--- config.mk ---
export PLATFORM = sky130hd
export DESIGN_NAME = hyper_ctrl_top
export DESIGN_NICKNAME = d
export VERILOG_FILES = /design/src/hyper_ctrl_pkg.sv /design/src/txn_if.sv /design/src/txn_capture.sv /design/src/trans_sequencer.sv /design/src/write_mask_gen.sv /design/src/hyper_ctrl_top.sv
export VERILOG_INCLUDE_DIRS = /design/src /design/src/src
export SDC_FILE = /design/constraint.sdc
export NUM_CORES = 1
export LEC_CHECK = 0
export BUFFER_PORTS_ARGS = -buffer_cell sky130_fd_sc_hd__clkbuf_2
export CAP_MARGIN = 25
export CORE_MARGIN = 4
export CORE_UTILIZATION = 41
export CTS_BUF_LIST = sky130_fd_sc_hd__clkbuf_8
export DETAILED_ROUTE_END_ITERATION = 10
export PLACE_DENSITY_LB_ADDON = 0.1
export SYNTH_ARGS = -nofsm -noshare
export SYNTH_HDL_FRONTEND = slang
export SYNTH_SLANG_ARGS = --single-unit
--- constraint.sdc ---
create_clock -name clk_i -period 2.8 [get_ports clk_i]
set_clock_uncertainty 0.15 [all_clocks]
set_input_delay 0.14 -clock clk_i [delete_from_list [all_inputs] [get_ports clk_i]]
set_output_delay 0.14 -clock clk_i [all_outputs]
set_load 0.01 [all_outputs]
--- src/hyper_ctrl_consts.svh ---
// widths, chip count and register-write wait for the hyperbus sequencer

`ifndef HYPER_CTRL_CONSTS_SVH
`define HYPER_CTRL_CONSTS_SVH

////////////////////////////////////////
// transfer sizing
////////////////////////////////////////

// byte and word counts
`define HC_TRANS_SIZE 16

// hyperbus byte address
`define HC_ADDR_W 32

////////////////////////////////////////
// chip selects
////////////////////////////////////////

`define HC_NR_CS 2     // memories behind the bus
`define HC_CS_SEL_W 1  // index width for HC_NR_CS chips

////////////////////////////////////////
// timing
////////////////////////////////////////

`define HC_REC_W 32    // read/write recovery counter

// the FSM stays one cycle longer than this after a register-space write
`define HC_REG_W_WAIT 4

`endif

--- src/hyper_ctrl_pkg.sv ---
// state enum, lane mask and size, address and select types of the hyperbus sequencer

`include "hyper_ctrl_consts.svh"

package hyper_ctrl_pkg;

    ////////////////////////////////////////
    // sequencer states
    ////////////////////////////////////////

    typedef enum logic [2:0]
    {
        IDLE    = 3'd0,  // waiting for a descriptor
        SETUP   = 3'd1,  // launching toward the PHY
        REG_W   = 3'd2,  // fixed wait of a register write
        XFER    = 3'd3,  // counting data beats
        RECOVER = 3'd4   // read/write recovery gap
    } ctrl_state_e;

    ////////////////////////////////////////
    // data path types
    ////////////////////////////////////////

    // bit 0 masks the lower byte, bit 1 the upper byte
    typedef logic [1:0] byte_mask_t;

    // byte count of a descriptor or word count of a burst
    typedef logic [`HC_TRANS_SIZE-1:0] size_t;

    typedef logic [`HC_ADDR_W-1:0] addr_t;     // hyperbus byte address

    typedef logic [`HC_CS_SEL_W-1:0] cs_sel_t; // chip index

endpackage

--- src/txn_if.sv ---
// interface for the captured descriptor and its derived burst values

`timescale 1ns/1ns

`include "hyper_ctrl_consts.svh"

interface txn_if import hyper_ctrl_pkg::*; ();

    // descriptor fields as registered on acceptance
    logic                   rw;         // 1 = read
    logic                   reg_space;  // register space access
    addr_t                  addr;
    size_t                  size;       // bytes
    logic [`HC_REC_W-1:0]   t_rec;      // recovery cycles

    // derived from the registered fields
    size_t                  words;      // 16-bit beats of the burst
    logic                   odd_start;
    logic                   tail_odd;
    logic [`HC_NR_CS-1:0]   cs_onehot;

    // descriptor register drives everything
    modport capture_mp (
        output rw, reg_space, addr, size, t_rec,
        output words, odd_start, tail_odd, cs_onehot
    );

    // state machine needs direction, burst length and timing
    modport seq_mp (
        input rw, reg_space, t_rec, words
    );

    modport mask_mp (
        input rw, size, odd_start, tail_odd
    );

endinterface

--- src/txn_capture.sv ---
// descriptor register with burst word count, odd-start and tail flags and chip-select decode

`timescale 1ns/1ns

`include "hyper_ctrl_consts.svh"

module txn_capture
    import hyper_ctrl_pkg::*;
(
    input  logic                    clk_i,
    input  logic                    rst_ni,

    input  logic                    accept_i,        // descriptor handshake
    input  logic                    txn_rw_i,
    input  logic                    txn_reg_space_i,
    input  addr_t                   txn_addr_i,
    input  size_t                   txn_size_i,
    input  cs_sel_t                 txn_cs_i,
    input  logic [`HC_REC_W-1:0]    t_rw_recovery_i,

    txn_if.capture_mp               txn
);

    cs_sel_t    cs_q;       // registered chip index
    logic       extra_word; // partial word at the head or tail

    ////////////////////////////////////////
    // descriptor register
    ////////////////////////////////////////

    always_ff @(posedge clk_i or negedge rst_ni)
    begin
        if (!rst_ni)
        begin
            txn.rw        <= 1'b0;
            txn.reg_space <= 1'b0;
            txn.addr      <= '0;
            txn.size      <= '0;
            txn.t_rec     <= '0;
            cs_q          <= '0;
        end
        else if (accept_i)
        begin
            txn.rw        <= txn_rw_i;
            txn.reg_space <= txn_reg_space_i;
            txn.addr      <= txn_addr_i;
            txn.size      <= txn_size_i;
            txn.t_rec     <= t_rw_recovery_i;
            cs_q          <= txn_cs_i;
        end
    end

    ////////////////////////////////////////
    // derived burst values
    ////////////////////////////////////////

    assign txn.odd_start = txn.addr[0];                // first word carries one byte
    assign txn.tail_odd  = txn.addr[0] ^ txn.size[0];  // last word carries one byte

    assign extra_word = txn.size[0] | txn.addr[0];

    // register writes go without data beats
    assign txn.words = (txn.reg_space && !txn.rw) ? '0
                     : (txn.size >> 1) + size_t'(extra_word);

    for (genvar k = 0; k < `HC_NR_CS; k++)
    begin : g_cs_decode
        assign txn.cs_onehot[k] = (cs_q == cs_sel_t'(k));
    end

    // an index past the last chip would leave every memory deselected
    a_cs_onehot : assert property (@(posedge clk_i) disable iff (!rst_ni)
        $onehot(txn.cs_onehot));

endmodule

--- src/trans_sequencer.sv ---
// transaction FSM with beat countdown, register-write wait and recovery gap

`timescale 1ns/1ns

`include "hyper_ctrl_consts.svh"

module trans_sequencer
    import hyper_ctrl_pkg::*;
(
    input  logic            clk_i,
    input  logic            rst_ni,

    // descriptor handshake
    input  logic            txn_valid_i,
    output logic            txn_ready_o,
    output logic            accept_o,

    txn_if.seq_mp           txn,

    // launch toward the PHY
    output logic            phy_trans_valid_o,
    input  logic            phy_trans_ready_i,

    // data beats, observed only
    input  logic            tx_valid_i,
    input  logic            tx_ready_i,
    input  logic            rx_valid_i,
    input  logic            rx_ready_i,

    output size_t           burst_len_o,
    output size_t           remained_o,
    output ctrl_state_e     state_o
);

    localparam int unsigned RegCntW = $clog2(`HC_REG_W_WAIT + 1);

    ctrl_state_e            state_q;
    logic [`HC_REC_W-1:0]   rec_cnt;    // recovery cycles left
    logic [RegCntW-1:0]     reg_cnt;    // register write wait
    logic                   beat;       // counted beat of this direction
    logic                   reg_write;
    logic                   xfer_done;

    assign accept_o  = txn_valid_i & txn_ready_o;
    assign reg_write = txn.reg_space & ~txn.rw;
    assign beat      = txn.rw ? (rx_valid_i & rx_ready_i) : (tx_valid_i & tx_ready_i);

    // leave XFER on the edge that takes the last beat
    assign xfer_done = (remained_o == '0) || (beat && remained_o == size_t'(1));

    assign state_o = state_q;

    ////////////////////////////////////////
    // state machine
    ////////////////////////////////////////

    always_ff @(posedge clk_i or negedge rst_ni)
    begin
        if (!rst_ni)
        begin
            state_q           <= IDLE;
            txn_ready_o       <= 1'b1;
            phy_trans_valid_o <= 1'b0;
            burst_len_o       <= '0;
            remained_o        <= '0;
            rec_cnt           <= '0;
            reg_cnt           <= '0;
        end
        else
        begin
            case (state_q)
                IDLE:
                begin
                    if (accept_o)
                    begin
                        state_q     <= SETUP;
                        txn_ready_o <= 1'b0;
                    end
                    else
                    begin
                        txn_ready_o <= 1'b1;  // one cycle after leaving RECOVER
                    end
                end
                SETUP:
                begin
                    burst_len_o <= txn.words;
                    remained_o  <= txn.words;
                    if (phy_trans_valid_o && phy_trans_ready_i)
                    begin
                        phy_trans_valid_o <= 1'b0;
                        if (reg_write)
                        begin
                            reg_cnt <= RegCntW'(`HC_REG_W_WAIT);
                            state_q <= REG_W;
                        end
                        else
                        begin
                            state_q <= XFER;
                        end
                    end
                    else
                    begin
                        phy_trans_valid_o <= 1'b1;  // held through back-pressure
                    end
                end
                REG_W:
                begin
                    if (reg_cnt == '0)
                    begin
                        state_q <= RECOVER;
                        rec_cnt <= txn.t_rec;
                    end
                    else
                    begin
                        reg_cnt <= reg_cnt - RegCntW'(1);
                    end
                end
                XFER:
                begin
                    if (beat && remained_o != '0)
                        remained_o <= remained_o - size_t'(1);
                    if (xfer_done)
                    begin
                        state_q     <= RECOVER;
                        rec_cnt     <= txn.t_rec;
                        burst_len_o <= '0;
                    end
                end
                RECOVER:
                begin
                    // zero or one cycle of recovery both take a single cycle
                    if (rec_cnt <= `HC_REC_W'(1))
                        state_q <= IDLE;
                    else
                        rec_cnt <= rec_cnt - `HC_REC_W'(1);
                end
                default:
                begin
                    state_q <= IDLE;
                end
            endcase
        end
    end

    a_no_launch_idle : assert property (@(posedge clk_i) disable iff (!rst_ni)
        (state_q == IDLE) |-> !phy_trans_valid_o);

    // only SETUP may load a new count into an empty counter
    a_no_wrap : assert property (@(posedge clk_i) disable iff (!rst_ni)
        (remained_o == '0 && state_q != SETUP) |=> (remained_o == '0));

endmodule

--- src/write_mask_gen.sv ---
// registered head and tail byte masks for hyperbus writes

`timescale 1ns/1ns

module write_mask_gen
    import hyper_ctrl_pkg::*;
(
    input  logic            clk_i,
    input  logic            rst_ni,

    txn_if.mask_mp          txn,

    input  ctrl_state_e     state_i,
    input  size_t           remained_i,   // words left before this beat
    input  logic            tx_valid_i,
    input  logic            tx_ready_i,

    output byte_mask_t      mask_o
);

    byte_mask_t head_mask;
    byte_mask_t tail_mask;
    logic       wr_beat;

    assign wr_beat = tx_valid_i & tx_ready_i & ~txn.rw;

    ////////////////////////////////////////
    // mask selection
    ////////////////////////////////////////

    // odd start drops the lower byte, a single byte drops the upper one
    assign head_mask = txn.odd_start               ? 2'b01
                     : (txn.size == size_t'(1))    ? 2'b10
                     : 2'b00;

    // next beat is the last one and it carries only the lower byte
    assign tail_mask = ((remained_i <= size_t'(2)) && txn.tail_odd) ? 2'b10 : 2'b00;

    always_ff @(posedge clk_i or negedge rst_ni)
    begin
        if (!rst_ni)
        begin
            mask_o <= 2'b00;
        end
        else
        begin
            case (state_i)
                IDLE:    mask_o <= 2'b00;
                SETUP:   mask_o <= head_mask;   // ready for the first beat
                XFER:
                begin
                    if (wr_beat)
                        mask_o <= tail_mask;
                end
                default: mask_o <= mask_o;      // held through REG_W and RECOVER
            endcase
        end
    end

endmodule

--- src/hyper_ctrl_top.sv ---
// hyperbus sequencer top level wiring the capture, the FSM and the mask generator

`timescale 1ns/1ns

`include "hyper_ctrl_consts.svh"

module hyper_ctrl_top
    import hyper_ctrl_pkg::*;
(
    input  logic                    clk_i,
    input  logic                    rst_ni,

    // transfer descriptor
    input  logic                    txn_valid_i,
    output logic                    txn_ready_o,
    input  logic                    txn_rw_i,
    input  logic                    txn_reg_space_i,
    input  addr_t                   txn_addr_i,
    input  size_t                   txn_size_i,
    input  cs_sel_t                 txn_cs_i,
    input  logic [`HC_REC_W-1:0]    t_rw_recovery_i,

    // PHY side
    output logic                    phy_trans_valid_o,
    input  logic                    phy_trans_ready_i,
    input  logic                    tx_valid_i,
    input  logic                    tx_ready_i,
    input  logic                    rx_valid_i,
    input  logic                    rx_ready_i,

    output size_t                   burst_len_o,
    output size_t                   remained_o,
    output logic [`HC_NR_CS-1:0]    cs_o,
    output logic                    odd_start_o,
    output byte_mask_t              mask_o
);

    logic           accept;
    ctrl_state_e    state;

    txn_if txn ();

    txn_capture u_capture (
        .clk_i           (clk_i),
        .rst_ni          (rst_ni),
        .accept_i        (accept),
        .txn_rw_i        (txn_rw_i),
        .txn_reg_space_i (txn_reg_space_i),
        .txn_addr_i      (txn_addr_i),
        .txn_size_i      (txn_size_i),
        .txn_cs_i        (txn_cs_i),
        .t_rw_recovery_i (t_rw_recovery_i),
        .txn             (txn.capture_mp)
    );

    trans_sequencer u_seq (
        .clk_i             (clk_i),
        .rst_ni            (rst_ni),
        .txn_valid_i       (txn_valid_i),
        .txn_ready_o       (txn_ready_o),
        .accept_o          (accept),
        .txn               (txn.seq_mp),
        .phy_trans_valid_o (phy_trans_valid_o),
        .phy_trans_ready_i (phy_trans_ready_i),
        .tx_valid_i        (tx_valid_i),
        .tx_ready_i        (tx_ready_i),
        .rx_valid_i        (rx_valid_i),
        .rx_ready_i        (rx_ready_i),
        .burst_len_o       (burst_len_o),
        .remained_o        (remained_o),
        .state_o           (state)
    );

    write_mask_gen u_mask (
        .clk_i      (clk_i),
        .rst_ni     (rst_ni),
        .txn        (txn.mask_mp),
        .state_i    (state),
        .remained_i (remained_o),
        .tx_valid_i (tx_valid_i),
        .tx_ready_i (tx_ready_i),
        .mask_o     (mask_o)
    );

    assign cs_o        = txn.cs_onehot;
    assign odd_start_o = txn.odd_start;

endmodule

==> results of run 1 <==
## power by group through the flow
stage	registers (mW)	logic, mW	clock network, mW
2_1_floorplan	3.32	2.55	0
3_3_place_gp	3.42	3.58	0
3_5_place_dp	3.47	3.68	0
4_1_cts	3.44	3.76	1.78
5_1_grt	3.58	4.19	1.85
6_report	3.45	3.73	1.73
## cells by family (layout without fill, tap and decap cells)
family,count (synthesis),after routing,share of synthesized area [%]
AO/OA/AOI/OAI,188,188,17.2
multiplexers,64,64,11.1
adder cells (fa/ha/maj),11,11,2.13
XOR/XNOR,13,13,1.76
AND/OR/NAND/NOR,184,184,15.6
buffers and inverters,54,235,3.42
flip-flops,126,126,48.7
## per-layer routing
layer / vias up / GRT usage [%] / part of all wire (%)
met3: 8 / 5.21 / 4.9
li1: 2698 / - / -
met2: 132 / 29.0 / 45
met4: 0 / 5.20 / 0.79
met1: 2704 / 27.8 / 49
met5: - / 0 / 0
## area by class of cell
type / count / area [um^2] / share of cell area, %
multi-input combinational: 460 / 3100 / 37.3
tap: 211 / 264 / 3.18
clock inverter: 13 / 171 / 2.06
timing repair buffer: 179 / 1260 / 15.2
sequential: 126 / 3150 / 38.0
inverter: 24 / 92.6 / 1.11
clock buffer: 19 / 262 / 3.15
## path summary, 6_finish.rpt
check                                               end
worst max-delay path              u_seq.burst_len_o[12]
worst min-delay path            u_capture.txn.t_rec[23]
worst max register to register    u_seq.burst_len_o[12]
worst min register to register         u_seq.reg_cnt[0]
max in group asynchronous                u_capture.cs_q
min in group clk_i                     u_mask.mask_o[0]
## worst max-delay path, cell delays in order (launching register included)
cell and delay, ns:
dfrtp_1 0.45, inv_1 0.17, ha_1 0.27, o211a_1 0.24
o21ai_2 0.70, mux2_2 0.42
## cell usage after synthesis, types with 8 or more instances
library cell / count
ha_1: 11
nand2_1: 29
xor2_1: 12
inv_1: 23
o21ai_0: 74
a31oi_1: 11
nand3_1: 16
a21oi_1: 51
clkbuf_1: 20
mux2_2: 63
dfrtp_1: 125
or4_1: 8
nor2_1: 49
nor3_1: 24
## sequential cells by signal, indices dropped and copies added (netlist names)
signal                   count
u_capture.txn.t_rec         32
u_seq.rec_cnt               32
u_capture.txn.size          16
u_seq.burst_len_o           16
u_seq.remained_o            16
u_seq.reg_cnt                3
u_seq.state_o                3
u_mask.mask_o                2
u_capture.cs_q               1
u_capture.txn.addr           1
u_capture.txn.reg_space      1
u_capture.txn.rw             1
u_seq.phy_trans_valid_o      1
u_seq.txn_ready_o            1
## timing repair
action,CTS,global route
hold buffers,55,0
endpoints found under the setup margin,0,1
resized for setup,0,2
endpoints found under the hold margin,105,0
## stage by stage
stage	cell area (um^2)	std cells	hold WS (ns)
floorplan	6480	640	-0.306
global placement	7320	945	0.00139
detailed placement	7320	945	-0.00195
CTS	8310	1032	0.0525
global route	8310	1032	0.0801
finish	8310	1032	0.0636
==> summary.md, run 1 <==
* 17 — number of buffers created by CTS
* 0 — endpoints failing setup
* dfrtp_1 — leading area contributor after synthesis
* clkbuf_8 — clock root cell
* 89.9% — crit share post-route
* 5 — cell count of the worst reg-to-reg path
* 0 — Post CTS Setup Buffer Count
* 2.52 ns — minimum clock period after layout
* u_seq.remained_o[0] — start point of the critical path
* 0 — YS warnings
* 0 — GRT overflow
* 2.70 ns — arrival time worst endpoint
* 29.0% — fraction of layout instances using a drive strength above 1
* 0.28 ns — flop2flop setup slack
* 0.000499 V — worst supply voltage drop on vdd
* 2.98 ns — Worst EP required
* 134 um — die height
* 0.283 ns — smallest setup slack after layout
* 126 — number of clock sinks
* 28.3% — signed area change from the synthesized netlist to the final layout
* 18 — maximum fanout along the worst path
* 0.45 ns — clock latency at the later pin of the worst-skew pair
* 54.3% — final core utilization
* 2 — Max Buffers Root-to-Sink
* 4 — H-Tree Level Count
* 0.912 ns — slew at the pin with the worst max-slew slack
* completed — run status
* register to register — Worst Setup Path Type
* 130 — io pins
* 910 — net count of the finished layout
* 48.3% — area share of the leading cell type in the synthesized netlist
* 0.07 ns — Clock Pin Slew Worst Setup and Hold Paths
* 19.4% — proportion of power drawn by the clock network
* 98 — count of buffers inserted at the top-level ports
* 0.0153 mm^2 — core area
* 0.920 — global placer's final weighted congestion
* 1070 mW/mm^2 — power density of the placed cells
* 27600 um — global-route wire length before repair
* 48.7% — portion of the post-synthesis area used by sequential elements
* 8.91 mW — total power draw
* 1437 — total of fill cells in the finished design
* built — TritonCTS clock tree
* 0 — number of enable flip-flop cells after synthesis
* 0 — number of hold-slack violations in the final timing report
* 45 — Rows
* 640 — Post-Syn Instances
* 42.3% — starting density of the core
* 5.35 mW — total internal power
* 5542 — routed via count
* 16700 um — routed wire length
* dfrtp_1 (48%), mux2_2 (11%), o21ai_0 (5.7%) — leading cell types by total area after synthesis
* dfrtp_1 — most frequently used flop master after synthesis
* dfrtp_1 (125), clkbuf_2 (97), o21ai_0 (74), mux2_2 (63), dlygate4sd3_1 (55) — most used cells in the layout excluding fill and tap cells
* 40.0% — net switching share of the total power
* 0.0179 mm^2 — area of the die
* 5.37 — vias per cell
* 100% — async set-or-reset flop fraction in the synthesized netlist
* 11800 um — placed wire-length estimate after detailed placement
* 66 — number of unique standard cell types used by synthesis
* 0 — number of design rule violations left after detail routing
* 78 — maximum number of pins on one net before global-route repair
* 0 ns — aggregate negative setup slack
* 742 — number of nets in the synthesized netlist
* 0 — Maximum Capacitance Violations
* 5 — length of the first detailed-routing pass in iterations
* 19.3% — GRT Util Overall
* 0 — total inserted antenna cells
* 134 um — x dimension of the die
* 10.1 um^2 — post-synthesis area per instance
* u_seq.remained_o[0] — Reg2Reg Launch Point
* 397 MHz — FMAX
* 3.56 mW — net switching power
* dfrtp_1 — leading cell type in the layout, fill and taps excluded
* input pin to asynchronous set/reset pin — path class of the lowest-slack min-delay path
* 126 — post-synthesis register bit count
* 348 — violation count after the first detailed-route iteration
* register — Startpoint Class
* 0 — number of pins exceeding their max-slew limit in the final report
* 3.67 nW — static leakage power
* 0 — antenna-violating nets left
* 39.2% — remaining max-slew budget at the tightest pin
* 16.1 um — drt wl/cell
* register — endpoint type of the worst setup path
* false — setup repair after global routing missed its margin
* 0 — initial antenna violation count
* 5330 — vias in the first global route
* 0.181 ns — Setup Slack @ Placement
* 38.7% — fraction of power consumed by sequential logic
* 0.00648 mm^2 — Cell Area, Synth
* 41.9% — Combinational Power Share
(Power assumes the default switching activity.)
==> inputs of run 2 (changes only) <==
Settings changed: GPL_ROUTABILITY_DRIVEN set to 0, SYNTH_HIERARCHICAL set to 1.
==> run 2 against run 1 <==
Effect of this change: the flow now finishes with violations (negative setup slack); clock-buffer cell count fell by 1; worst setup slack worse by 0.29 ns; combinational power is 55% lower; non-clock buffer count is 26 higher; final area grew 4.7%; highest routed layer unchanged.
==> summary.md, run 2 <==
* 9.93 um^2 — post-synthesis area per instance, was 10.1 um^2
* register — Startpoint Class, unchanged
* 0.0184 mm^2 — area of the die, was 0.0179 mm^2
* built — TritonCTS clock tree, unchanged
* register to register — Worst Setup Path Type, unchanged
* 0 — initial antenna violation count, unchanged
* true — setup repair after global routing missed its margin, was false
* 31.0% — fraction of layout instances using a drive strength above 1, was 29.0%
* 2.99 ns — arrival time worst endpoint, was 2.70 ns
* 41.8% — starting density of the core, was 42.3%
* 36.7% — M2 GR Usage, was 29.0%
* 2.80 ns — minimum clock period after layout, was 2.52 ns
* 136 um — x dimension of the die, was 134 um
* 48 — maximum number of pins on one net before global-route repair, was 78
* 0 — antenna-violating nets left, unchanged
* 0.0159 mm^2 — core area, was 0.0153 mm^2
* 17900 um — routed wire length, was 16700 um
* 0.0368 ns — final-layout worst hold slack, was 0.0636 ns
* met2 — most used routing layer, unchanged
* 772 — number of nets in the synthesized netlist, was 742
* 0.679 ns — slew at the pin with the worst max-slew slack, was 0.912 ns
* 1 — endpoints failing setup, was 0
* 17 — number of buffers created by CTS, unchanged
* 1084 — final cell count without fillers, was 1032
* 46 — Rows, was 45
* u_seq/rec_cnt[22] — Reg2Reg Launch Point, was u_seq.remained_o[0]
* 3.75 nW — static leakage power, was 3.67 nW
* 12 — maximum fanout along the worst path, was 18
* 136 um — die height, was 134 um
* u_seq/rec_cnt[22] — start point of the critical path, was u_seq.remained_o[0]
* 0.000485 V — worst supply voltage drop on vdd, was 0.000499 V
* 5958 — vias in the first global route, was 5330
* 45.4% — fraction of power consumed by sequential logic, was 38.7%
* 29600 um — global-route wire length before repair, was 27600 um
* dfrtp_1 — leading cell type in the layout, fill and taps excluded, unchanged
* -0.00469 ns — aggregate negative setup slack, was 0 ns
* 5 — length of the first detailed-routing pass in iterations, unchanged
* 4 — H-Tree Level Count, unchanged
* 100% — crit share post-route, was 89.9%
* 2 — Max Buffers Root-to-Sink, unchanged
* 0 — Maximum Capacitance Violations, unchanged
* 0.44 ns — clock latency at the later pin of the worst-skew pair, was 0.45 ns
* 12700 um — placed wire-length estimate after detailed placement, was 11800 um
* 6 — YS warnings, was 0
* 955 — net count of the finished layout, was 910
* -0.00469 ns — smallest setup slack after layout, was 0.283 ns
* 357 MHz — FMAX, was 397 MHz
* 0.08 ns — Clock Pin Slew Worst Setup and Hold Paths, was 0.07 ns
* 0 — number of design rule violations left after detail routing, unchanged
* 54.8% — remaining max-slew budget at the tightest pin, was 39.2%
* 30.5% — signed area change from the synthesized netlist to the final layout, was 28.3%
* clkbuf_8 — clock root cell, unchanged
* input pin to register — path class of the lowest-slack min-delay path, was input pin to asynchronous set/reset pin
* 16.5 um — drt wl/cell, was 16.1 um
* 0 — number of pins exceeding their max-slew limit in the final report, unchanged
* register — endpoint type of the worst setup path, unchanged
* 0 — number of hold-slack violations in the final timing report, unchanged
* 24.0% — global routing usage on met1, was 27.8%
* 0 — total inserted antenna cells, unchanged
* 401 — violation count after the first detailed-route iteration, was 348
* 5.56 — vias per cell, was 5.37
* 27.3% — proportion of power drawn by the clock network, was 19.4%
* 0.00667 mm^2 — Cell Area, Synth, was 0.00648 mm^2
* 2.03 mW — net switching power, was 3.56 mW
* tx_valid_i — Hold Path Origin
* 699 mW/mm^2 — power density of the placed cells, was 1070 mW/mm^2
* u_capture/txn.t_rec (32), u_seq/rec_cnt (32) — leading registers by flop count, was u_capture.txn.t_rec (32), u_seq.rec_cnt (32)
* dfrtp_1 (125), clkbuf_2 (97), o21ai_0 (56), dlygate4sd3_1 (54), a21oi_1 (53) — most used cells in the layout excluding fill and tap cells, was dfrtp_1 (125), clkbuf_2 (97), o21ai_0 (74), mux2_2 (63), dlygate4sd3_1 (55)
* 998 — placed instance count, was 945
* 27.2% — Combinational Power Share, was 41.9%
* 130 — io pins, unchanged
* 1460 — total of fill cells in the finished design, was 1437
* 4.05 mW — total internal power, was 5.35 mW
* 6029 — routed via count, was 5542
* 98 — count of buffers inserted at the top-level ports, unchanged
* finished with violations — run status, was completed
* 672 — Post-Syn Instances, was 640
* 4.05% — met3 Use GR, was 5.21%
* 33.3% — net switching share of the total power, was 40.0%
* negative setup slack — violated checks
* 2.98 ns — Worst EP required, about the same
* 0 — GRT overflow, unchanged
* 126 — number of clock sinks, unchanged
* 20.2% — GRT Util Overall, was 19.3%
run 2: worst max-delay path: stages (launching register included):
cell,delay [ns]
dfrtp_1,0.39
or4_4,0.55
or3_4,0.35
or4_4,0.54
o211ai_4,0.23
buf_4,0.22
a21oi_1,0.06
o22a_1,0.21
run 2: worst paths after layout:
path                                           to  slack [ns]  depth (start not counted)
setup / recovery                u_seq/rec_cnt[10]      -0.005                          7
max in group asynchronous   u_seq/burst_len_o[11]        1.67                          3
hold / removal                   u_mask/mask_o[1]        0.04                          4
hold reg to reg                  u_mask/mask_o[1]        0.35                          2
min in group asynchronous  u_capture/txn.size[10]        0.12                          2
setup reg to reg                u_seq/rec_cnt[10]      -0.005                          7
run 2: what timing repair did:
item | in CTS | in global routing
endpoints found under the hold margin | 101 | 0
pin swaps | 1 | 1
buffers inserted | 0 | 0
hold buffers | 54 | 0
gates resized for setup | 1 | 16
endpoints found under the setup margin | 4 | 27
run 2: layout make-up:
cell class / count / area [um^2] / share of cell area [%]
multi-input combinational: 486 / 3310 / 38.0
clock buffer: 18 / 248 / 2.85
sequential: 126 / 3150 / 36.2
clock inverter: 14 / 168 / 1.93
tap: 216 / 270 / 3.11
timing repair buffer: 205 / 1480 / 17.0
inverter: 19 / 71.3 / 0.819
run 2: per-stage QoR:
stage                     setup slack [ns]  total power [mW]  utilization, %  instance area (um^2)
final                             -0.00469              6.08            54.6                  8700
after detailed placement           -0.0273              4.38            48.2                  7690
after CTS                           0.0105              6.14            54.3                  8660
after floorplan                     0.0957              3.71               -                  6670
after global placement             0.00393              4.32            48.2                  7690
after global routing               -0.0738              6.48            54.6                  8700
run 2: power groups by stage:
stage | Sequential, mW | Combinational (mW) | Clock [mW]
2_1_floorplan | 2.67 | 1.04 | 0
3_3_place_gp | 2.77 | 1.55 | 0
3_5_place_dp | 2.78 | 1.60 | 0
4_1_cts | 2.76 | 1.67 | 1.72
5_1_grt | 2.83 | 1.84 | 1.80
6_report | 2.76 | 1.66 | 1.66
run 2: per-layer routing:
metal | vias to the layer above | wire [um]
li1 | 2889 | -
met1 | 2981 | 7370
met2 | 138 | 9470
met3 | 21 | 730
met4 | 0 | 361
met5 | - | 0
==> inputs of run 3 (changes only) <==
Settings changed: BUFFER_PORTS_ARGS -buffer_cell sky130_fd_sc_hd__clkbuf_2 to -buffer_cell sky130_fd_sc_hd__buf_2.
==> run 3 against run 2 <==
Effect of this change: sequential share of layout area decreased by 0.24 points; global-route usage is 0.18 points lower; worst hold slack gained 0.00060 ns; total power is 2.3% lower; maximum frequency down 0.39%; the run still ends with negative setup slack left; largest power group unchanged; clock power is 9.6% lower.
==> summary.md, run 3 (synthesized netlist as in run 2, its figures left out) <==
* finished with violations — run status, unchanged
* negative setup slack — violated checks, unchanged
* input pin to register — path class of the lowest-slack min-delay path, unchanged
* 98 — count of buffers inserted at the top-level ports, unchanged
* 126 — number of clock sinks, unchanged
* 5 — length of the first detailed-routing pass in iterations, unchanged
* 2 — Max Buffers Root-to-Sink, unchanged
* 0.0184 mm^2 — area of the die, unchanged
* 0 — GRT overflow, unchanged
* 136 um — die height, unchanged
* 16.4 um — drt wl/cell, was 16.5 um
* 1465 — total of fill cells in the finished design, was 1460
* 0.43 ns — clock latency at the later pin of the worst-skew pair, was 0.44 ns
* 57.9% — remaining max-slew budget at the tightest pin, was 54.8%
* register — Startpoint Class, unchanged
* 0.00876 mm^2 — post-route cell area, was 0.00870 mm^2
* 0.0159 mm^2 — core area, unchanged
* 0.00315 mm^2 — sequential cell area, unchanged
* 46 — Rows, unchanged
* 2.97 ns — Worst EP required, was 2.98 ns
* dfrtp_1 (125), buf_2 (97), dlygate4sd3_1 (54), a21oi_1 (51) — most used cells in the layout excluding fill and tap cells, was dfrtp_1 (125), clkbuf_2 (97), o21ai_0 (56), dlygate4sd3_1 (54), a21oi_1 (53)
* register to register — Worst Setup Path Type, unchanged
* clkbuf_8 — clock root cell, unchanged
* 0 — initial antenna violation count, unchanged
* 0 — total inserted antenna cells, unchanged
* 6 — maximum fanout along the worst path, was 12
* 4 — H-Tree Level Count, unchanged
* 0.631 ns — slew at the pin with the worst max-slew slack, was 0.679 ns
* 56 — maximum number of pins on one net before global-route repair, was 48
* 0.00334 mm^2 — area occupied by multi-input gates, was 0.00331 mm^2
* 355 MHz — FMAX, was 357 MHz
* 3 — endpoints failing setup, was 1
* 31.3% — signed area change from the synthesized netlist to the final layout, was 30.5%
* 20.1% — GRT Util Overall, was 20.2%
* 12600 um — placed wire-length estimate after detailed placement, was 12700 um
* 5.94 mW — total power draw, was 6.08 mW
* 17 — number of buffers created by CTS, unchanged
* 0 — antenna-violating nets left, unchanged
* 678 mW/mm^2 — power density of the placed cells, was 699 mW/mm^2
* built — TritonCTS clock tree, unchanged
* 6052 — routed via count, was 6029
* u_capture/txn.t_rec (32), u_seq/rec_cnt (32) — leading registers by flop count, unchanged
* 0.07 ns — Clock Pin Slew Worst Setup and Hold Paths, was 0.08 ns
* true — setup repair after global routing missed its margin, unchanged
* 29400 um — global-route wire length before repair, was 29600 um
* 5.57 — vias per cell, was 5.56
* 0.00769 mm^2 — Post-Place Cell Area, unchanged
* 959 — net count of the finished layout, was 955
* 0 — number of design rule violations left after detail routing, unchanged
* 458 — violation count after the first detailed-route iteration, was 401
* 41.8% — starting density of the core, unchanged
* 0 — number of hold-slack violations in the final timing report, unchanged
* 2.99 ns — arrival time worst endpoint, about the same
* 0 — Maximum Capacitance Violations, unchanged
* 2.82 ns — minimum clock period after layout, was 2.80 ns
* 136 um — x dimension of the die, unchanged
* 0.000445 V — worst supply voltage drop on vdd, was 0.000485 V
* 0 — number of pins exceeding their max-slew limit in the final report, unchanged
* 17900 um — routed wire length, about the same
* -0.02 ns — flop2flop setup slack, was -0.005 ns
* 6026 — vias in the first global route, was 5958
* -0.0634 ns — Setup Slack @ Placement, was -0.0273 ns
* register — endpoint type of the worst setup path, unchanged
* 101% — crit share post-route, was 100%
* 130 — io pins, unchanged
* 31.3% — fraction of layout instances using a drive strength above 1, was 31.0%
* dfrtp_1 — leading cell type in the layout, fill and taps excluded, unchanged
* -0.0157 ns — smallest setup slack after layout, was -0.00469 ns
* 3.81 nW — static leakage power, was 3.75 nW
run 3: worst paths after layout:
check | start | end | depth (start not counted)
setup / recovery | u_seq/rec_cnt[19] | u_seq/rec_cnt[10] | 8
hold / removal | tx_valid_i | u_mask/mask_o[1] | 4
setup reg to reg | u_seq/rec_cnt[19] | u_seq/rec_cnt[10] | 8
hold reg to reg | u_seq/burst_len_o[12] | u_seq/burst_len_o[12] | 1
max in group asynchronous | rst_ni | u_seq/rec_cnt[7] | 3
min in group asynchronous | rst_ni | u_capture/txn.size[10] | 2
run 3: stage by stage:
stage                     std cells  hold WS, ns  utilization, %  TNS, ns
after floorplan                 672       -0.306               -        0
after global placement          998       0.0433            48.2  -0.0625
after detailed placement        998       0.0534            48.2   -0.422
after CTS                      1087      0.00812            54.4        0
after global routing           1087       0.0524            55.0   -0.889
final                          1087       0.0374            55.0  -0.0353
run 3: layout make-up:
class	instances	share of cell area, %
Clock buffer	19	2.98
Clock inverter	12	1.20
Inverter	19	0.957
Multi-Input combinational cell	486	38.1
Sequential cell	126	36.0
Tap cell	216	3.08
Timing Repair Buffer	209	17.7
run 3: where the power goes:
part	switching [mW]	total, mW	leakage [nW]	internal (mW)
Combinational	0.802	1.67	2.06	0.872
Clock	0.690	1.50	0.210	0.810
Sequential	0.471	2.77	1.54	2.30
Total	1.96	5.94	3.81	3.98
run 3: worst max-delay path: stages, from the launching register on:
cell	delay [ns]
dfrtp_1	0.38
or4_4	0.55
or3_4	0.34
or4_4	0.54
o211ai_4	0.22
buf_12	0.16
buf_8	0.13
a21oi_1	0.04
o22a_1	0.20
run 3: layer usage:
layer | track usage [%] | vias to the layer above | wire (um)
met5 | 0 | - | 0
met3 | 4.68 | 30 | 807
met1 | 23.8 | 2950 | 7330
met2 | 35.9 | 180 | 9370
li1 | - | 2892 | -
met4 | 6.55 | 0 | 357
run 3: what timing repair did:
action | 4_1_cts | 5_1_grt
gates cloned | 1 | 0
resized for setup | 8 | 37
pin swaps | 2 | 6
hold buffers | 54 | 0
setup endpoints to repair | 21 | 44
setup buffers | 3 | 1
hold endpoints to repair | 101 | 0
